**src/common/neoVideoPkg.sv**
```systemverilog
package neoVideoPkg;

	// Width of one output color channel
	localparam int CHAN_W = 7;

	// clk24M cycles per pixel unless the top level says otherwise
	localparam int PIX_DIV_DEFAULT = 8;

	// Color fields of a palette word, MSB first
	typedef struct packed {
		logic       dark;		// Shared by all three channels
		logic       rLsb;
		logic       gLsb;
		logic       bLsb;
		logic [3:0] rHi;
		logic [3:0] gHi;
		logic [3:0] bHi;
	} palColorT;

	// CPU sees raw data, decoder sees the color fields
	typedef union packed {
		logic [15:0] raw;
		palColorT    col;
	} palWordT;

	typedef struct packed {
		logic [11:0] idx;		// Palette index from the line buffers
		logic        shadow;	// Dim this pixel
		logic        blank;		// Force black
	} pixReqT;

	typedef struct packed {
		palWordT color;
		logic    shadow;
		logic    blank;
	} palOutT;

	typedef struct packed {
		logic [CHAN_W-1:0] r;
		logic [CHAN_W-1:0] g;
		logic [CHAN_W-1:0] b;
	} rgbT;

endpackage
```
**src/verilog/videoOut.sv**
```systemverilog
`timescale 1ns/100ps

module videoOut import neoVideoPkg::*; (
	input  logic   clk24M,
	input  logic   rstN,
	input  palOutT palOut,
	input  logic   palValid,
	output rgbT    rgb,
	output logic   rgbValid
);

	rgbT rgbNext;

	// 5-bit level, then the inverted dark bit twice
	function automatic logic [CHAN_W-1:0] chanLevel(
		input logic [3:0] hi,
		input logic       lsb,
		input logic       dark,
		input logic       shadow
	);
		logic [CHAN_W-1:0] lvl;
		lvl = {hi, lsb, ~dark, ~dark};
		if (shadow)
			lvl = lvl >> 1;		// Half brightness
		return lvl;
	endfunction

	always_comb begin
		if (palOut.blank) begin
			rgbNext = '0;		// Blank wins over shadow
		end else begin
			rgbNext.r = chanLevel(palOut.color.col.rHi, palOut.color.col.rLsb,
				palOut.color.col.dark, palOut.shadow);
			rgbNext.g = chanLevel(palOut.color.col.gHi, palOut.color.col.gLsb,
				palOut.color.col.dark, palOut.shadow);
			rgbNext.b = chanLevel(palOut.color.col.bHi, palOut.color.col.bLsb,
				palOut.color.col.dark, palOut.shadow);
		end
	end

	always_ff @(posedge clk24M) begin
		if (palValid)
			rgb <= rgbNext;
	end

	always_ff @(posedge clk24M or negedge rstN) begin
		if (!rstN)
			rgbValid <= 1'b0;
		else
			rgbValid <= palValid;
	end

	aBlankBlack: assert property (@(posedge clk24M) disable iff (!rstN)
		palValid && palOut.blank |=> rgb == '0)
		else $error("videoOut: blanked pixel not black");

endmodule

```
**config.mk**
```make
export PLATFORM = sky130hd
export DESIGN_NAME = videoOut
export DESIGN_NICKNAME = d
export VERILOG_FILES = /design/src/common/neoVideoPkg.sv /design/src/verilog/videoOut.sv
export SDC_FILE = /design/constraint.sdc
export NUM_CORES = 1
export LEC_CHECK = 0
export ABC_AREA = 1
export BUFFER_PORTS_ARGS = -buffer_cell sky130_fd_sc_hd__buf_2
export CORE_MARGIN = 3
export CORE_UTILIZATION = 40
export CTS_BUF_LIST = sky130_fd_sc_hd__clkbuf_4 sky130_fd_sc_hd__clkbuf_8 sky130_fd_sc_hd__clkbuf_16
export CTS_CLUSTER_SIZE = 30
export DETAILED_ROUTE_END_ITERATION = 10
export PLACE_DENSITY = 0.71
export SYNTH_ARGS = -nofsm -noshare
export SYNTH_HDL_FRONTEND = slang
export SYNTH_SLANG_ARGS = --single-unit
```
**constraint.sdc**
```tcl
create_clock -name clk24M -period 0.8 [get_ports clk24M]
set_input_delay 0.16 -clock clk24M [delete_from_list [all_inputs] [get_ports clk24M]]
set_output_delay 0.16 -clock clk24M [all_outputs]
set_load 0.02 [all_outputs]
```
[Word-level counts from Yosys, hierarchy flattened]
Cells that the tools add are included.
Cells by class
  reduce and logical (&&, ||, !) cells: 1
  multiplexer cells: 3
  bitwise gates (word level): 1
Operators with widths (count)
  $mux 6: 3
  $reduce_or 2->1: 1
  $not 1->1: 1
Storage, ports and cells
  output and inout bits: 22
  register bits after elaboration: 22
  logic and storage cells: 12
  bits of input ports: 21

[Logic depth before layout (Yosys ltp)]
Gate-level depths: netlist (run 1).
  depth after elaboration: 2
  depth in mapped cells: 4
  depth with buffers taken out: 3

[Worst setup path before layout (run 1)]
OpenSTA, ideal clock, no wires.
  path kind: flip-flop to output port
  start: register, netlist name rgb[7]
  end: output port rgb[14] in the netlist's numbering
  data required time: 0.640 ns
  data arrival time: 0.684 ns
  stages on the path, launching flop included: 2
  path buffers: 1
  setup slack: -0.044 ns
  cell sequence: edfxtp_1 -> buf_4
RTL lines
  end, declared: RTL line videoOut.sv:8  | output rgbT rgb,

==> results of run 1 <==
==> metrics by stage <==
| stage | instance area [µm²] | power [W] | setup TNS, ns | worst slack [ns] |
|---|---|---|---|---|
| 2_1_floorplan | 870 | 0.00152 | -0.0824 | -0.0412 |
| 3_3_place_gp | 1110 | 0.00169 | -1.28 | -0.107 |
| 3_5_place_dp | 1110 | 0.00170 | -1.62 | -0.124 |
| 4_1_cts | 1200 | 0.00252 | -4.61 | -0.279 |
| 5_1_grt | 1240 | 0.00267 | -5.32 | -0.311 |
| 6_report | 1240 | 0.00256 | -4.45 | -0.271 |
==> metal layers <==
metal | up-vias | track usage (%) | wire [µm]
li1 | 353 | - | -
met1 | 326 | 18.4 | 791
met2 | 34 | 22.7 | 868
met3 | 4 | 1.71 | 136
met4 | 0 | 9.36 | 46
met5 | - | 0 | 0
==> layout make-up <==
type | instances | area, µm² | area share [%]
Tap cell | 27 | 33.8 | 2.72
Inverter | 6 | 22.5 | 1.81
Sequential cell | 20 | 596 | 47.9
Multi-Input combinational cell | 48 | 201 | 16.2
Clock buffer | 3 | 22.5 | 1.81
Timing Repair Buffer | 46 | 337 | 27.1
Clock inverter | 1 | 30.0 | 2.42
==> power groups by stage <==
stage                     Combinational, W  Sequential, W  Clock [W]
after floorplan                   0.000117        0.00140          0
after global placement            0.000407        0.00128          0
after detailed placement          0.000414        0.00128          0
after CTS                         0.000438        0.00126   0.000819
after global routing              0.000510        0.00128   0.000880
final                             0.000473        0.00127   0.000814
==> final timing paths <==
| kind | startpoint | to | depth (start not counted) |
|---|---|---|---|
| worst max-delay path | rgb[7] | rgb[0] | 1 |
| worst min-delay path | palOut[17] | rgb[7] | 2 |
| max in group asynchronous | rstN | rgbValid | 2 |
| min in group asynchronous | rstN | rgbValid | 2 |
==> timing repair <==
item	4_1_cts	5_1_grt
gates resized for setup	8	14
setup endpoints to repair	22	22
hold buffers	1	0
endpoints found under the hold margin	1	0
==> sequential cells by signal, summed over array words and instances (netlist names) <==
name	count
rgb	19
rgbValid	1
==> cells by family after synthesis <==
group | after synthesis | share of synthesized area, %
compound gates | 15 | 8.71
buf+inv | 11 | 7.55
simple gates | 33 | 14.7
flops | 20 | 69.1
==> cells in the mapped netlist (all sizes together) <==
cell type  count
edfxtp        19
inv            6
a21oi          4
dfrtp          1
nand2          7
nor2          26
o21ai         11
buf            5
==> metrics.txt, run 1 <==
share of cells above drive strength 1=between 40% and 50%; Post-DP HPWL=1.26 mm; P&R area growth vs syn=44.1%; WP data required=0.64 ns; Worst path max stage delay=0.43 ns; maximum vdd drop=0.00116 V; CP cell instances=buf_2; core footprint=2000 µm²; fin crit share=134%; largest cells by area after synthesis=edfxtp_1, nor2_1, o21ai_0; die width=52.4 µm; clock sinks=20; Synth Net Count=100; worst slew pin tran=0.310 ns; drt pass-1 iters=4; vias in the first global route=625; critical path endpoint category=output port; Lkg Pwr=0.559 nW; Hold Fails Final Rpt=0; Final #Nets=approximately 150; post-synth top area share=66.2%; CTS tree=built; Seq pwr share=49.7%; global-route wire length before repair=roughly 2.8 mm; largest net degree at the start of global routing=21; maximum level of the CTS H-tree=1; max cap viols=0; DRC Markers=0; Mean Syn Cell Area=10.9 µm²; P_sw=~0.00061 W; Post-Syn Area=862 µm²; most common cell after layout, fill and taps aside=buf_2; Routed Antenna Nets=0; fin crit period=about 1.1 ns; # diodes=0; Routed WL per cell=12.2 µm; CP top delay family=flip-flops; Final Setup Violations=22; upper clock frequency limit=approximately 930 MHz; relative slew slack=roughly four fifths; Worst Path Arrival=0.91 ns; Clock Root Buffer=clkbuf_4; vias post-DR=717; Internal=between 0.0015 and 0.002 W; sequential-to-total area share from yosys stat=69.1%; Hold Path Class=in -> reg; Clock Tree Buf Depth=2; combinational power share=18.5%; CP max-delay cell=edfxtp_1; Worst Path Max Fanout=3; post-synth top area cell=edfxtp_1; FILL cells=165; Seq cells post-synth=20; Ports=43; pins over their slew limit=0; cell total after placement=146; GP Congestion=0.752; total congestion overflow=0; Worst-path clk slew=0.12 ns; commonest cells after routing, fill and taps aside=buf_2, nor2_1, edfxtp_1; clock buffer count from CTS=3; Min Hold Slack=between 0.1 and 0.15 ns; Initial DRC Count=13; full die area=2750 µm²; RSZ-0062 raised after global routing=true; Routed WL=1.84 mm; clock network power share=a little under a third; outcome=finished with violations; Cell Pwr Density=2060 nW/µm²; post-CTS setup buffers=0; CP startpoint kind=register; port bufs=42; routed vias/inst=4.75; height of the chip=between 50 and 60 µm; Yosys warning count=0; Post-Syn Instances=79; setup ws final=-0.271 ns; sw frac=23.8%; Finished Core Util=between 60% and 70%; initial antenna violation count=0; gr usage total=14.4%; Worst Path Class, Setup=reg -> out; failing checks=setup timing; Finished Layout Cells=151; library cells used by synthesis=12; Cell Rows=16; Buf/Inv on CP=1; Initial Util=43.1%
No activity file was read; power rests on OpenSTA's default activity.
==> run 2: changes to the inputs <==
==> constraint.sdc (replaced) <==
create_clock -name clk24M -period 0.8 [get_ports clk24M]
set_input_delay 0.16 -clock clk24M [delete_from_list [all_inputs] [get_ports clk24M]]
set_output_delay 0.16 -clock clk24M [all_outputs]
set_load 0.005 [all_outputs]
==> run 2 against run 1 <==
Net effect: the flow still finishes with violations (setup timing); fmax is 7.2% higher; setup slack better by 0.072 ns; sequential share of layout area rose by 3.2 points; final cell count is 0.66% higher; sequential cell count unchanged; combinational power fell by 35%; largest power group unchanged; highest routed layer unchanged.
==> metrics.txt, run 2 (synthesis gave the netlist of run 1 again) <==
total congestion overflow=0 (unchanged); Clock Tree Buf Depth=2 (unchanged); upper clock frequency limit=1000 MHz (+7.2%); gr usage total=13.3% (-1.1 points); PostCTS Resize Cnt=0 (-8); worst slew pin tran=0.290 ns (-0.0200 ns); relative slew slack=80.6% (+1.3 points); clock sinks=20 (unchanged); P&R area growth vs syn=35.1%; Worst-path clk slew=0.11 ns (about the same); share of cells above drive strength 1=41.6% (+0.47 points); CP cell instances=buf_2; Cell Pwr Density=1840 nW/µm² (-11%); routing usage on met1=14.5% (-3.9 points); met2 Resource Use GR=21.7% (-1.0 points); Final #Nets=147 (+0.68%); cell total after placement=147 (+0.68%); pins over their slew limit=0 (unchanged); Lkg Pwr=0.534 nW (-4.5%); CP top delay family=flip-flops; Routed WL=1.62 mm (-12%); critical path endpoint category=output port; largest net degree at the start of global routing=21 (unchanged); GR peak layer=met2; CP max-delay cell=edfxtp_1; DRC Markers=0 (unchanged); full die area=2750 µm² (unchanged); initial antenna violation count=0 (unchanged); Min Hold Slack=0.136 ns (-0.00533 ns); Reg with most FFs=rgb; most common cell after layout, fill and taps aside=buf_2; height of the chip=52.4 µm (unchanged); drt pass-1 iters=4 (unchanged); maximum vdd drop=0.000843 V (-27%); post-CTS setup buffers=0 (unchanged); WP data required=0.64 ns (about the same); commonest cells after routing, fill and taps aside=buf_2, nor2_1, edfxtp_1; setup ws final=-0.199 ns (+0.0723 ns); Routed Antenna Nets=0 (unchanged); CP startpoint kind=register; Cell Rows=16 (unchanged); fin crit period=0.999 ns (-0.0723 ns); RSZ-0062 raised after global routing=true; CTS tree=built; outcome=finished with violations; die width=52.4 µm (unchanged); vias post-DR=685 (-4.5%); Worst Path Class, Setup=reg -> out; GP Congestion=0.751 (about the same); routed vias/inst=4.51 (-5.1%); vias in the first global route=613 (-1.9%); max cap viols=0 (unchanged); Ports=43 (unchanged); biggest regs=rgb: 19 flops, rgbValid: 1 flops; core footprint=2000 µm² (unchanged); M3 GR Usage=2.85% (+1.1 points); fin crit share=125% (-9.0 points); Finished Layout Cells=152 (+0.66%); maximum level of the CTS H-tree=1 (unchanged); Initial Util=43.1% (unchanged); Initial DRC Count=17 (+4); failing checks=setup timing; Final Setup Violations=22 (unchanged); Hold Path Class=in -> reg; max reg flops=19 (unchanged); FILL cells=186 (+13%); Worst path max stage delay=0.40 ns (-0.03 ns); Buf/Inv on CP=1 (unchanged); Worst Path Arrival=0.84 ns (-0.07 ns); global-route wire length before repair=2.54 mm (-11%); Clock Root Buffer=clkbuf_4; clock buffer count from CTS=3 (unchanged); # diodes=0 (unchanged); Hold Fails Final Rpt=0 (unchanged); Tot Pwr=0.00214 W (-16%); port bufs=42 (unchanged); Worst Path Max Fanout=3 (unchanged); Routed WL per cell=10.6 µm (-13%)
run 2: per-layer routing:
layer / share of wire (%) / wire length [µm] / vias to the layer above
li1: - / - / 351
met2: 49 / 785 / 35
met3: 8.2 / 132 / 4
met4: 3.5 / 56 / 0
met5: 0 / 0 / -
met1: 40 / 642 / 295
run 2: cell type report:
cell class | instances | area [µm²] | area share (%)
timing repair buffer | 47 | 275 | 23.6
tap | 27 | 33.8 | 2.90
inverter | 6 | 22.5 | 1.93
multi-input combinational | 48 | 201 | 17.3
clock buffer | 4 | 36.3 | 3.11
sequential | 20 | 596 | 51.1
run 2: power by group:
| group | leakage [nW] | switching [W] | internal [W] |
|---|---|---|---|
| registers | 0.195 | 0.0000192 | 0.00124 |
| logic | 0.318 | 0.000157 | 0.000152 |
| clock network | 0.0210 | 0.000291 | 0.000277 |
run 2: worst paths after layout:
path                       startpoint        to  cells past startpoint
max                            rgb[7]    rgb[7]                      1
min                        palOut[17]    rgb[7]                      2
max in group asynchronous        rstN  rgbValid                      2
min in group asynchronous        rstN  rgbValid                      2
run 2: timing repair:
item	in CTS	in global routing
endpoints found under the setup margin	22	22
hold buffers	1	0
hold endpoints to repair	1	0
run 2: through the flow:
stage	TNS (ns)	area, µm²	util, %	setup WS [ns]
finish	-3.55	1160	58.2	-0.199
global placement	-1.22	1120	55.9	-0.0911
global route	-4.64	1160	58.2	-0.268
floorplan	0	862	-	0.0903
detailed placement	-1.61	1120	55.9	-0.125
CTS	-3.68	1160	58.2	-0.202
==> run 3: changes to the inputs <==
--- a/config.mk
+++ b/config.mk
@@ -13,6 +13,7 @@
 export CTS_CLUSTER_SIZE = 30
 export DETAILED_ROUTE_END_ITERATION = 10
 export PLACE_DENSITY = 0.71
+export RECOVER_POWER = 50
 export SYNTH_ARGS = -nofsm -noshare
 export SYNTH_HDL_FRONTEND = slang
 export SYNTH_SLANG_ARGS = --single-unit
==> run 3 against run 2 <==
Net effect: first-iteration DRC count up 12%; die area did not move; global-route usage did not move; combinational power down 4%; via count fell by 0.29%; critical path depth is the same; the run still ends with setup timing left; clock power barely moved; largest cell class unchanged; clock-buffer cell count did not move.
==> metrics.txt, run 3 (synthesis gave the netlist of run 1 again) <==
Setup TNS Final=-3.55 ns (+0.00125 ns); WP data required=0.64 ns (about the same); initial antenna violation count=0 (unchanged); Min Hold Slack=0.136 ns (unchanged); Buf/Inv on CP=1 (unchanged); relative slew slack=70.1% (-10 points); RSZ-0062 raised after global routing=true; Clock Tree Buf Depth=2 (unchanged); upper clock frequency limit=1000 MHz (unchanged); clock sinks=20 (unchanged); Reg with most FFs=rgb; Routed Antenna Nets=0 (unchanged); P&R area growth vs syn=32.8%; worst slew pin tran=0.448 ns (+0.158 ns); PostCTS Resize Cnt=0 (unchanged); max cap viols=0 (unchanged); Worst-path clk slew=0.11 ns (about the same); CTS tree=built; maximum level of the CTS H-tree=1 (unchanged); maximum vdd drop=0.000843 V (about the same); Final #Nets=147 (unchanged); combinational power share=13.9% (-0.6 points); height of the chip=52.4 µm (unchanged); # diodes=0 (unchanged); Initial Util=43.1% (unchanged); full die area=2750 µm² (unchanged); CP cell instances=buf_2; failing checks=setup timing; Seq pwr share=59.3% (+0.3 points); Initial DRC Count=19 (+2); die width=52.4 µm (unchanged); port bufs=42 (unchanged); FILL cells=191 (+2.7%); CP top delay family=flip-flops; post-CTS setup buffers=0 (unchanged); gr usage total=13.3% (unchanged); P_sw=0.000465 W (-0.35%); Finished Core Util=57.2% (-1.0 points); biggest regs=rgb: 19 flops, rgbValid: 1 flops; Worst Path Class, Setup=reg -> out; most common cell after layout, fill and taps aside=buf_2; Ports=43 (unchanged); setup ws final=-0.199 ns (unchanged); Lkg Pwr=0.522 nW (-2.2%); commonest cells after routing, fill and taps aside=buf_2, nor2_1, edfxtp_1; vias in the first global route=613 (unchanged); largest net degree at the start of global routing=21 (unchanged); Worst Path Max Fanout=3 (unchanged); sw frac=21.9% (+0.050 points); share of cells above drive strength 1=40.0% (-1.6 points); Tot Pwr=0.00213 W (-0.57%); Hold Fails Final Rpt=0 (unchanged); core footprint=2000 µm² (unchanged); Hold Path Class=in -> async; Routed WL=1.61 mm (-0.25%); clock network power share=26.7% (about the same); global-route wire length before repair=2.54 mm (unchanged); drt pass-1 iters=4 (unchanged); Clock Root Buffer=clkbuf_4; Worst Path Arrival=0.84 ns (about the same); critical path endpoint category=output port; vias post-DR=683 (-0.29%); Internal=0.00166 W (-0.64%); pins over their slew limit=0 (unchanged); Worst path max stage delay=0.40 ns (about the same); Routed WL per cell=10.6 µm (-0.25%); Cell Rows=16 (unchanged); DP Worst Slack=-0.125 ns (unchanged); clock buffer count from CTS=3 (unchanged); CP max-delay cell=edfxtp_1; fin crit period=0.999 ns (unchanged); DRC Markers=0 (unchanged); routed vias/inst=4.49 (-0.29%); fin crit share=125% (unchanged); total congestion overflow=0 (unchanged); Final Setup Violations=22 (unchanged); outcome=finished with violations; max reg flops=19 (unchanged); Cell Pwr Density=1860 nW/µm² (+1.2%); CP startpoint kind=register; GP Congestion=0.751 (unchanged)
-- run 3: changes by cell type in the layout (fill, tap and decap cells not counted) --
| cell | change |
|---|---|
| clkbuf_1 | +2 |
| clkbuf_2 | +1 |
| buf_4 | -1 |
| buf_2 | -1 |
| buf_12 | -1 |
-- run 3: metal layers --
metal	track usage (%)	part of all wire (%)	up-vias
met5	0	0	-
met4	11.1	3.5	0
met3	2.85	8.1	4
met2	21.7	49	33
met1	14.5	40	295
li1	-	-	351
-- run 3: final cells by class --
type	count	area [µm²]	area share (%)
repair buffers	47	255	22.3
flip-flops and latches	20	596	52.0
multi-input cells	48	201	17.6
clock buffers	4	36.3	3.17
well taps	27	33.8	2.95
inverters	6	22.5	1.97
-- run 3: stage by stage --
| step | std cells | area, µm² |
|---|---|---|
| floorplan | 79 | 862 |
| global placement | 147 | 1120 |
| detailed placement | 147 | 1120 |
| CTS | 152 | 1160 |
| global route | 152 | 1140 |
| finish | 152 | 1140 |
-- run 3: what timing repair did --
action / CTS / global route
hold buffers: 1 / 0
setup endpoints to repair: 22 / 22
gates cloned: 0 / 0
hold endpoints to repair: 1 / 0
-- run 3: power by group through the flow --
stage,clock [W],sequential [W],combinational [W]
global route,0.000629,0.00127,0.000337
detailed placement,0,0.00128,0.000309
global placement,0,0.00128,0.000304
CTS,0.000570,0.00126,0.000313
finish,0.000568,0.00126,0.000296
floorplan,0,0.00130,0.000103
-- run 3: worst paths after layout --
path	startpoint	to	slack, ns	cells after the start
worst min-delay path	rstN	rgbValid	0.14	2
worst max-delay path	rgb[7]	rgb[7]	-0.20	1
min in group clk24M	palOut[17]	rgb[7]	0.14	2
max in group asynchronous	rstN	rgbValid	0.57	2
