File: src/common/neoVideoPkg.sv
package neoVideoPkg;

	// Width of one output color channel
	localparam int CHAN_W = 7;

	// clk24M cycles per pixel unless the top level says otherwise
	localparam int PIX_DIV_DEFAULT = 8;

	// Color fields of a palette word, MSB first
	typedef struct packed {
		logic       dark;		// Shared by all three channels
		logic       rLsb;
		logic       gLsb;
		logic       bLsb;
		logic [3:0] rHi;
		logic [3:0] gHi;
		logic [3:0] bHi;
	} palColorT;

	// CPU sees raw data, decoder sees the color fields
	typedef union packed {
		logic [15:0] raw;
		palColorT    col;
	} palWordT;

	typedef struct packed {
		logic [11:0] idx;		// Palette index from the line buffers
		logic        shadow;	// Dim this pixel
		logic        blank;		// Force black
	} pixReqT;

	typedef struct packed {
		palWordT color;
		logic    shadow;
		logic    blank;
	} palOutT;

	typedef struct packed {
		logic [CHAN_W-1:0] r;
		logic [CHAN_W-1:0] g;
		logic [CHAN_W-1:0] b;
	} rgbT;

endpackage
File: src/verilog/serVideo.sv
`timescale 1ns/100ps

module serVideo import neoVideoPkg::*; (
	input  logic clk24M,
	input  logic rstN,
	input  rgbT  rgb,
	input  logic rgbValid,
	output logic videoRSer,
	output logic videoGSer,
	output logic videoBSer,
	output logic videoClkSer,
	output logic videoLatSer
);

	localparam int BIT_W = $clog2(CHAN_W + 1);

	logic [CHAN_W-1:0] shR;
	logic [CHAN_W-1:0] shG;
	logic [CHAN_W-1:0] shB;
	logic [BIT_W-1:0]  bitCnt;		// Bits still to send, current one included

	// Zeros shift in behind the data, lines rest at 0
	always_ff @(posedge clk24M or negedge rstN) begin
		if (!rstN) begin
			shR <= '0;
			shG <= '0;
			shB <= '0;
		end else if (rgbValid) begin
			shR <= rgb.r;
			shG <= rgb.g;
			shB <= rgb.b;
		end else begin
			shR <= {shR[CHAN_W-2:0], 1'b0};
			shG <= {shG[CHAN_W-2:0], 1'b0};
			shB <= {shB[CHAN_W-2:0], 1'b0};
		end
	end

	always_ff @(posedge clk24M or negedge rstN) begin
		if (!rstN) begin
			bitCnt      <= '0;
			videoLatSer <= 1'b0;
		end else begin
			if (rgbValid)
				bitCnt <= BIT_W'(CHAN_W);
			else if (bitCnt != '0)
				bitCnt <= bitCnt - 1'b1;
			// Latch right after the last bit
			videoLatSer <= (bitCnt == BIT_W'(1)) && !rgbValid;
		end
	end

	assign videoRSer   = shR[CHAN_W-1];	// MSB first
	assign videoGSer   = shG[CHAN_W-1];
	assign videoBSer   = shB[CHAN_W-1];
	assign videoClkSer = (bitCnt != '0);

	// Pixel rate must leave room for a whole word
	aNoOverrun: assert property (@(posedge clk24M) disable iff (!rstN)
		rgbValid |-> bitCnt == '0)
		else $error("serVideo: new pixel while shifting");

endmodule

File: config.mk
export PLATFORM = sky130hd
export DESIGN_NAME = serVideo
export DESIGN_NICKNAME = d
export VERILOG_FILES = /design/src/common/neoVideoPkg.sv /design/src/verilog/serVideo.sv
export SDC_FILE = /design/constraint.sdc
export NUM_CORES = 1
export LEC_CHECK = 0
export ABC_AREA = 1
export BUFFER_PORTS_ARGS = -buffer_cell sky130_fd_sc_hd__buf_2
export CAP_MARGIN = 30
export CELL_PAD_IN_SITES_DETAIL_PLACEMENT = 1
export CELL_PAD_IN_SITES_GLOBAL_PLACEMENT = 1
export CORE_ASPECT_RATIO = 1.5
export CORE_MARGIN = 5
export CORE_UTILIZATION = 36
export CTS_BUF_LIST = sky130_fd_sc_hd__clkbuf_16
export DETAILED_ROUTE_END_ITERATION = 16
export GPL_TIMING_DRIVEN = 0
export PLACE_DENSITY_LB_ADDON = 0.1
export SYNTH_ARGS = -nofsm -noshare
export SYNTH_HDL_FRONTEND = slang
export SYNTH_SLANG_ARGS = --single-unit
File: constraint.sdc
create_clock -name clk24M -period 1.5 [get_ports clk24M]
set_clock_uncertainty 0.2 [all_clocks]
set_input_delay 0.225 -clock clk24M [delete_from_list [all_inputs] [get_ports clk24M]]
set_output_delay 0.225 -clock clk24M [all_outputs]
set_load 0.02 [all_outputs]
### Yosys cells after proc, flatten, opt, wreduce, memory -nomap -nowiden

Cells that the tools add are included.

* logic and storage cells: 16
* output and inout bits: 5
* input port bits: 24
* register bits after elaboration: 25

* multiplexer cells: 5
* equal/unequal tests: 1
* add/sub/neg operators: 1
* reductions and logical operators: 4

Operators with widths (number)
* $mux 7: 3
* $mux 3: 2
* $eq 3x1->1 const B: 1
* $reduce_bool 3->1: 1
* $sub 3x1->3 const B: 1
* $reduce_bool 2->1: 1
* $logic_and 1x1->1: 1
* $logic_not 1->1: 1

### Depth between registers and ports, before layout

Gate-level depths: netlist of the first run.

* word-level depth: 3
* mapped depth: 5

### Least setup slack after synthesis of the first run

Ideal clock, no wire load.

* path kind: flip-flop to flip-flop
* start: register bitCnt[0]
* end: register bitCnt[0]
* buffers on the path: 0
* library setup time: 0.125 ns
* required time: 1.175 ns
* period minus slack after synthesis: 1.306 ns
* arrival time: 0.981 ns
* setup slack: 0.194 ns
* cell stages (with the launch flop): 6
* cells stage by stage: dfrtp_1 inv_1 ha_1 nand2_1 nand2_1 nand3_1

* elaborated cells on any way between the ends: 5

RTL lines
* start: declaration: line serVideo.sv:20 `logic [BIT_W-1:0] bitCnt;`
* start signal: assignment: line serVideo.sv:45 `bitCnt <= BIT_W'(CHAN_W);`
* start signal: assignment: line serVideo.sv:47 `bitCnt <= bitCnt - 1'b1;`
* $reduce_bool 3->1
* named net videoClkSer: line serVideo.sv:11 `output logic videoClkSer,`
* $reduce_bool 2->1 (no source line)

The timed path passes the listed nets, and every way through them passes these cells. The select of a mux whose other input is x is not followed.
A chain may end at the register's enable or synchronous reset.

### Final worst setup path of the first run

* start: register bitCnt[0]
* end: output videoClkSer

* cells in the longest elaborated chain, start to end: 1

RTL lines
* $reduce_bool 3->1: line serVideo.sv:56 `assign videoClkSer = (bitCnt != '0);`
* end: declaration: line serVideo.sv:11

Every way passes these cells.

==> flow_summary_export.csv, run 1 <==
group,metric,value,unit
cells_and_area,syn_to_final_growth,54.7,%
synth,synthCells,111,
pwr,power_density,1010,mW/mm^2
grt,grt.overflow.total,0,
detailed_routing,dr_wl_met2,1.42,mm
placed_design,post-place-ws,69.1,ps
timing,setup_viol,1,
clocking,clk_path_buf_depth,2,
detailed_routing,initialDrtViolationCount,13,
cells_and_area,post-route-util,57.9,%
placed_design,hpwl,1.57,mm
detailed_routing,wl,2.51,mm
synth,synth_area,0.00100,mm^2
detailed_routing,drtPass1Iterations,2,
detailed_routing,wl_met1,955,um
critical_path,end_kind,"output port",
critical_path,worstRegToRegCells,6,
clocking,insertion_delay,260,ps
timing,fin_crit_sh,100,%
placed_design,gp_congestion,0.736,
critical_path,path_max_fanout,3,
placed_design,port_buffers,28,
synth,syn_nets,138,
cells_and_area,layout_common_cells,"nand2_1, buf_2, dfrtp_1, dlygate4sd3_1, buf_4",
cells_and_area,finalNonFillerCells,207,
critical_path,start_kind,"flop",
clocking,cts_buffers,3,
floorplanning,io_pins,29,
clocking,clock_sinks,25,
detailed_routing,drc,0,
critical_path,arrival,1080,ps
placed_design,placed_area,0.00119,mm^2
cells_and_area,layout_commonest_cell,"nand2_1",
clocking,clock-root-buffer,"clkbuf_16",
timing,relSlewSlack,62.7,%
grt,antenna_found_initial,0,
floorplanning,std_cell_rows,23,
hold_path,hold_class,"input pin to flop",
pwr,irDropWorstVdd,0.801,mV
timing,maxSlewViolCount,0,
timing,fmax,666,MHz
clocking,clkTransAtPathRegs,70,ps
timing,rsz0062_at_grt,"yes",
detailed_routing,wl_met3,120,um
cells_and_area,design_area,0.00155,mm^2
pwr,p_leak,0.871,nW
outcome,status,"finished, violations left",
job,cap_viol_max_count,0,
timing,setup_tns,-1.17,ps
critical_path,r2r-end,"bitCnt[0]$_DFFE_PN0P_",
detailed_routing,viasPerCell,4.33,
critical_path,critPathKind,"flop to output port",
synth,syn_area_per_cell,9.03,um^2
timing,worst_slew_pin_slew,559,ps
cells_and_area,fillers,316,
placed_design,dp_cells,176,
clocking,cts_htree_levels,1,
critical_path,startpoint,"bitCnt[0]$_DFFE_PN0P_",
floorplanning,core,0.00268,mm^2
critical_path,reg2reg_slack,190,ps
hold_path,hold_depth,3,
timing,timing.hold.ws,-4.37,ps
detailed_routing,drtAntennaViolNets,0,
grt,grt_pass1_wl,4.50,mm
timing,hold_viol_final,2,
cells_and_area,drive_gt1_share,28.2,%
floorplanning,fp.dieH,74.6,um
synth,synth-seq-area-share,62.4,%
timing,final.setup.worst_slack,-1.17,ps
clocking,cts_tree,"built",
grt,grt.total_usage,15.5,%
detailed_routing,via_count,896,
cells_and_area,antenna_cells,0,
synth,synth.distinct_cells,9,
detailed_routing,routed.top_layer,"met4",
grt,grt_max_degree,26,
detailed_routing,wl_per_cell,12.1,um
floorplanning,dieArea,0.00396,mm^2
grt,grt_pass1_vias,1045,
floorplanning,initial_utilization,37.4,%
synth,ys_ff_latch,25,
timing,layout_min_cycle_time,1500,ps
synth,ys_warn_count,0,
outcome,violations,"negative hold slack, negative setup slack",
critical_path,crit_required,1070,ps
critical_path,cp-endpoint,"videoClkSer",
critical_path,reg2reg_from,"bitCnt[0]$_DFFE_PN0P_",
cells_and_area,nNetsFinal,198,
floorplanning,die_w,53.1,um
## layout make-up
cell class | instances | area (um^2) | area share (%)
buffer | 4 | 37.5 | 2.42
sequential | 25 | 626 | 40.4
timing repair buffer | 55 | 399 | 25.7
clock inverter | 1 | 7.51 | 0.484
inverter | 8 | 30.0 | 1.94
tap | 37 | 46.3 | 2.99
clock buffer | 3 | 75.1 | 4.84
multi-input combinational | 74 | 329 | 21.2
## per-layer routing
metal,GRT usage (%),vias up
met1,16.8,426
met4,5.11,0
met2,29.6,20
li1,-,446
met5,0,-
met3,2.57,4
## logic make-up after synthesis
kind of cell	Yosys count	share of synthesized area, %
adders and majority gates	3	3.75
and+or+nand+nor	71	27.1
buffers and inverters	12	6.74
DFF	25	62.4
## critical path: stages (launching register included)
cell,delay [ps]
dfrtp_1,390
inv_2,90
ha_4,150
nand2_4,60
buf_6,130
## stage by stage
stage	power, mW	hold WS, ps
floorplan	0.842	-271
global placement	0.909	45.2
detailed placement	0.918	46.7
CTS	1.58	0.502
global route	1.66	4.53
finish	1.57	-4.37
## worst min path at each step
stage / from / to
floorplan: rstN / bitCnt[0]$_DFFE_PN0P_
global placement: rstN / shG[6]$_DFF_PN0_
detailed placement: rstN / shG[6]$_DFF_PN0_
CTS: rgb[1] / shB[1]$_DFF_PN0_
global route: rgb[1] / shB[1]$_DFF_PN0_
finish: rgb[1] / shB[1]$_DFF_PN0_
## flip-flops by register name, summed over array words and instances, names as in the netlist
| name | cells |
|---|---|
| bitCnt | 3 |
| shG | 7 |
| shB | 7 |
| videoLatSer | 1 |
| shR | 7 |
## synthesized netlist by cell type (all sizes together)
master | n | area, um^2
dfrtp | 25 | 626
inv | 8 | 30.0
buf | 4 | 37.5
ha | 3 | 37.5
nand3 | 4 | 20.0
nand2 | 63 | 236
nor2 | 4 | 15.0
## where the power goes
group          internal, mW  total, mW  leakage [nW]  switching, mW
Sequential            0.726      0.743         0.303         0.0174
Clock                 0.362      0.596        0.0371          0.235
Combinational         0.117      0.229         0.531          0.111
## what timing repair did
item | 4_1_cts | 5_1_grt
endpoints found under the setup margin | 1 | 1
setup buffers | 5 | 2
hold buffers | 20 | 0
pin swaps | 1 | 1
gates resized for setup | 7 | 1
endpoints found under the hold margin | 44 | 0
No activity file was read; power rests on OpenSTA's default activity.
==> run 2: changes to the inputs <==
--- a/config.mk
+++ b/config.mk
@@ -16,7 +16,7 @@
 export CTS_BUF_LIST = sky130_fd_sc_hd__clkbuf_16
 export DETAILED_ROUTE_END_ITERATION = 16
 export GPL_TIMING_DRIVEN = 0
-export PLACE_DENSITY_LB_ADDON = 0.1
+export PLACE_DENSITY = 0.86
 export SYNTH_ARGS = -nofsm -noshare
 export SYNTH_HDL_FRONTEND = slang
 export SYNTH_SLANG_ARGS = --single-unit
==> flow_summary_export.csv, run 2 (synthesis results as in run 1) <==
group,metric,value,unit
outcome,status,"finished, violations left",
outcome,violations,"negative setup slack",
critical_path,reg2reg_from,"bitCnt[1]$_DFFE_PN0P_",
timing,relSlewSlack,63.1,%
floorplanning,initial_utilization,37.4,%
critical_path,critPathKind,"flop to output port",
job,cap_viol_max_count,0,
timing,fin_crit_sh,102,%
grt,grt_max_degree,26,
hold_path,hold_end,"shB[2]$_DFF_PN0_",
grt,grt.total_usage,16.9,%
clocking,cts_htree_levels,1,
floorplanning,io_pins,29,
detailed_routing,wl,2.95,mm
clocking,clkTransAtPathRegs,70,ps
timing,setup_tns,-27.8,ps
timing,setup_viol,1,
grt,grt_pass1_vias,1051,
clocking,clock-root-buffer,"clkbuf_16",
grt,grt_pass1_wl,4.82,mm
cells_and_area,antenna_cells,0,
cells_and_area,layout_common_cells,"nand2_1, buf_2, dfrtp_1, dlygate4sd3_1, buf_4",
timing,hold_viol_final,0,
floorplanning,core,0.00268,mm^2
clocking,cts_tree,"built",
critical_path,r2r-end,"bitCnt[2]$_DFFE_PN0P_",
clocking,clk_path_buf_depth,2,
cells_and_area,design_area,0.00155,mm^2
grt,antenna_found_initial,0,
hold_path,hp-start,"rgb[2]",
detailed_routing,viasPerCell,4.42,
placed_design,hpwl,1.69,mm
timing,worst_slew_pin_slew,553,ps
critical_path,path_max_fanout,3,
floorplanning,dieArea,0.00396,mm^2
placed_design,dp_cells,176,
critical_path,reg2reg_slack,100,ps
placed_design,port_buffers,28,
critical_path,crit_required,1070,ps
floorplanning,std_cell_rows,23,
timing,timing.hold.ws,28.4,ps
grt,grt.overflow.total,0,
cells_and_area,nNetsFinal,198,
pwr,p_leak,0.870,nW
detailed_routing,drtAntennaViolNets,0,
clocking,insertion_delay,250,ps
cells_and_area,layout_commonest_cell,"nand2_1",
critical_path,arrival,1100,ps
cells_and_area,top_regs,"shB (7), shG (7), shR (7)",
critical_path,end_kind,"output port",
timing,final.setup.worst_slack,-27.8,ps
clocking,clock_sinks,25,
critical_path,path_cells,"inv_2, ha_4, nand2_4, buf_6",
timing,fmax,655,MHz
floorplanning,fp.dieH,74.6,um
critical_path,cpLargestDelayFamily,"flip-flops",
detailed_routing,drtPass1Iterations,3,
detailed_routing,wl_per_cell,14.3,um
placed_design,gp_congestion,0.684,
hold_path,hold_class,"input pin to flop",
critical_path,slowest_delay,400,ps
timing,rsz0062_at_grt,"yes",
cells_and_area,fillers,315,
cells_and_area,syn_to_final_growth,54.9,%
detailed_routing,drc,0,
timing,maxSlewViolCount,0,
cells_and_area,drive_gt1_share,27.6,%
pwr,irDropWorstVdd,0.590,mV
cells_and_area,post-route-util,58.0,%
critical_path,cp_slowest_cell,"dfrtp_1",
hold_path,hold_depth,3,
critical_path,start_kind,"flop",
critical_path,worstRegToRegCells,7,
clocking,cts_buffers,3,
detailed_routing,initialDrtViolationCount,13,
placed_design,placed_area,0.00119,mm^2
detailed_routing,via_count,915,
timing,layout_min_cycle_time,1530,ps
critical_path,worst-path-buf-inv,2,
floorplanning,die_w,53.1,um
cells_and_area,finalNonFillerCells,207,
pwr,power_density,1020,mW/mm^2
-- run 2: cell count changes in the layout (fill, tap and decap cells not counted), sizes merged --
| cell | delta |
|---|---|
| buf | -1 |
| dlygate4sd3 | +1 |
-- run 2: worst register-to-register path: stages (launching register included) --
cell	delay [ps]
dfrtp_1	400
inv_2	100
buf_4	120
buf_4	110
ha_1	170
nor2_1	60
nor2_1	80
nand2_1	60
-- run 2: final cells by class --
| class | count | area, um^2 | share of cell area [%] |
|---|---|---|---|
| plain buffers | 4 | 37.5 | 2.42 |
| clock buffers | 3 | 75.1 | 4.83 |
| clock inverters | 1 | 7.51 | 0.483 |
| inverters | 8 | 30.0 | 1.93 |
| multi-input cells | 74 | 329 | 21.2 |
| flip-flops and latches | 25 | 626 | 40.3 |
| well taps | 37 | 46.3 | 2.98 |
| repair buffers | 55 | 402 | 25.9 |
-- run 2: power by group --
group	total (mW)	internal, mW	switching (mW)
registers	0.744	0.726	0.0188
clock network	0.589	0.361	0.228
logic	0.243	0.120	0.123
total	1.58	1.21	0.370
-- run 2: through the flow --
stage / setup WS, ps / power [mW]
after floorplan: 194 / 0.842
after global placement: 134 / 0.904
after detailed placement: 77.1 / 0.923
after CTS: 0.188 / 1.59
after global routing: -69.6 / 1.65
final: -27.8 / 1.58
-- run 2: worst max-delay path by stage --
stage / start / to / cells after the start
6_report: bitCnt[1]$_DFFE_PN0P_ / videoClkSer / 4
5_1_grt: bitCnt[1]$_DFFE_PN0P_ / videoClkSer / 4
4_1_cts: bitCnt[1]$_DFFE_PN0P_ / videoClkSer / 4
3_5_place_dp: bitCnt[0]$_DFFE_PN0P_ / videoClkSer / 4
3_3_place_gp: bitCnt[0]$_DFFE_PN0P_ / videoClkSer / 4
2_1_floorplan: bitCnt[0]$_DFFE_PN0P_ / bitCnt[0]$_DFFE_PN0P_ / 5
-- run 2: timing repair --
action | CTS | global route
pin swaps | 0 | 1
endpoints found under the setup margin | 1 | 1
endpoints found under the hold margin | 45 | 0
setup buffers | 5 | 1
hold buffers | 21 | 0
resized for setup | 7 | 1
-- run 2: layer usage --
layer,vias up,track usage [%],wire length (um)
met3,4,2.97,82
met5,-,0,0
met2,19,31.9,1670
li1,446,-,-
met1,446,18.8,1170
met4,0,5.11,33
==> run 3: changes to the inputs <==
--- a/config.mk
+++ b/config.mk
@@ -12,11 +12,12 @@
 export CELL_PAD_IN_SITES_GLOBAL_PLACEMENT = 1
 export CORE_ASPECT_RATIO = 1.5
 export CORE_MARGIN = 5
-export CORE_UTILIZATION = 36
+export CORE_UTILIZATION = 28
 export CTS_BUF_LIST = sky130_fd_sc_hd__clkbuf_16
 export DETAILED_ROUTE_END_ITERATION = 16
+export GPL_ROUTABILITY_DRIVEN = 0
 export GPL_TIMING_DRIVEN = 0
-export PLACE_DENSITY = 0.86
+export PLACE_DENSITY = 0.71
 export SYNTH_ARGS = -nofsm -noshare
 export SYNTH_HDL_FRONTEND = slang
 export SYNTH_SLANG_ARGS = --single-unit
==> flow_summary_export.csv, run 3 (synthesis results as in run 1) <==
group,metric,value,unit
outcome,status,"finished, violations left",
outcome,violations,"negative hold slack",
clocking,clk_path_buf_depth,2,
grt,grt.total_usage,11.1,%
critical_path,start_kind,"flop",
pwr,p_leak,0.882,nW
clocking,cts_buffers,3,
floorplanning,core,0.00345,mm^2
floorplanning,fp.dieH,83.3,um
clocking,cts_htree_levels,1,
cells_and_area,multi_input_area,329,um^2
cells_and_area,syn_to_final_growth,56.8,%
clocking,clock_sinks,25,
pwr,finalPower,1.56,mW
placed_design,post-place-ws,64.5,ps
floorplanning,std_cell_rows,26,
timing,worst_slew_pin_slew,562,ps
detailed_routing,viasPerCell,4.23,
timing,layout_min_cycle_time,1500,ps
timing,maxSlewViolCount,0,
timing,setup_tns,0,ps
detailed_routing,via_count,905,
grt,grt.overflow.total,0,
cells_and_area,layout_commonest_cell,"nand2_1",
grt,antenna_found_initial,0,
cells_and_area,drive_gt1_share,28.5,%
clocking,cts_tree,"built",
cells_and_area,layout_common_cells,"nand2_1, buf_2, dfrtp_1, dlygate4sd3_1, buf_4",
timing,rsz0062_at_grt,"yes",
pwr,power_density,996,mW/mm^2
detailed_routing,wl_per_cell,12.3,um
critical_path,arrival,1070,ps
cells_and_area,antenna_cells,0,
detailed_routing,drc,0,
timing,fin_crit_sh,99.8,%
grt,grt_max_degree,26,
detailed_routing,drtPass1Iterations,2,
timing,fmax,668,MHz
cells_and_area,nNetsFinal,200,
timing,timing.hold.ws,-2.72,ps
timing,hold_viol_final,1,
timing,setup_viol,0,
pwr,irDropWorstVdd,0.526,mV
cells_and_area,finalNonFillerCells,214,
floorplanning,io_pins,29,
critical_path,crit_required,1070,ps
clocking,clkTransAtPathRegs,60,ps
grt,grt_pass1_wl,4.23,mm
cells_and_area,fillers,418,
floorplanning,die_w,58.9,um
timing,relSlewSlack,62.5,%
floorplanning,dieArea,0.00490,mm^2
critical_path,critPathKind,"flop to output port",
placed_design,dp_cells,181,
floorplanning,initial_utilization,29.1,%
critical_path,end_kind,"output port",
clocking,insertion_delay,250,ps
clocking,clock-root-buffer,"clkbuf_16",
hold_path,hold_class,"input pin to flop",
critical_path,path_max_fanout,2,
job,cap_viol_max_count,0,
detailed_routing,drtAntennaViolNets,0,
detailed_routing,initialDrtViolationCount,23,
placed_design,port_buffers,28,
cells_and_area,register_area,626,um^2
cells_and_area,top_regs,"shB (7), shG (7), shR (7)",
placed_design,hpwl,1.75,mm
grt,grt_pass1_vias,923,
timing,final.setup.worst_slack,2.37,ps
detailed_routing,wl,2.64,mm
==> run 3: cell types whose count changed in the layout (fill, tap and decap cells not counted), sizes merged <==
cell	delta
buf	+2
clkinv	+1
clkinvlp	-1
==> run 3: repair_timing <==
item,in CTS,in global routing
gates resized for setup,8,0
pin swaps,1,1
buffers inserted,4,4
hold buffers,21,0
endpoints found under the setup margin,1,1
hold endpoints to repair,45,0
==> run 3: path summary, 6_finish.rpt <==
kind | from | to | slack, ps | cells past startpoint
max | bitCnt[0]$_DFFE_PN0P_ | videoClkSer | 2 | 4
min in group asynchronous | rstN | videoLatSer$_DFF_PN0_ | 290 | 2
max reg2reg | bitCnt[1]$_DFFE_PN0P_ | bitCnt[2]$_DFFE_PN0P_ | 110 | 7
max in group asynchronous | rstN | bitCnt[1]$_DFFE_PN0P_ | 430 | 2
min reg2reg | shG[3]$_DFF_PN0_ | shG[4]$_DFF_PN0_ | 240 | 2
min | rgb[13] | shG[6]$_DFF_PN0_ | -3 | 3
==> run 3: stage by stage <==
step | util, % | area [um^2] | hold slack, ps
2_1_floorplan | - | 1000 | -271
3_3_place_gp | 34.7 | 1190 | 37.7
3_5_place_dp | 34.7 | 1190 | 53.6
4_1_cts | 44.7 | 1540 | 1.59
5_1_grt | 45.6 | 1570 | 14.7
6_report | 45.6 | 1570 | -2.72
==> run 3: layer usage <==
layer / global-route usage [%] / share of wire [%] / vias to the layer above
met3: 2.02 / 5.0 / 2
met2: 19.8 / 56 / 21
met5: 0 / 0 / -
met1: 12.2 / 38 / 432
li1: - / - / 450
met4: 4.95 / 1.1 / 0
==> run 3: layout make-up <==
class	instances	share of cell area, %
flip-flops and latches	25	39.8
repair buffers	57	26.5
plain buffers	4	2.39
well taps	42	3.34
clock buffers	3	4.78
inverters	8	1.91
multi-input cells	74	20.9
clock inverters	1	0.318
==> run 3: power by group <==
part           total, mW  internal [mW]  switching, mW
clock network      0.581          0.358          0.222
logic              0.240          0.124          0.116
registers          0.744          0.726         0.0186
==> run 3: worst max-delay path, cell delays in order (launching register included) <==
cell     delay [ps]
dfrtp_1         390
inv_2            90
ha_4            150
nand2_4          60
buf_6           130
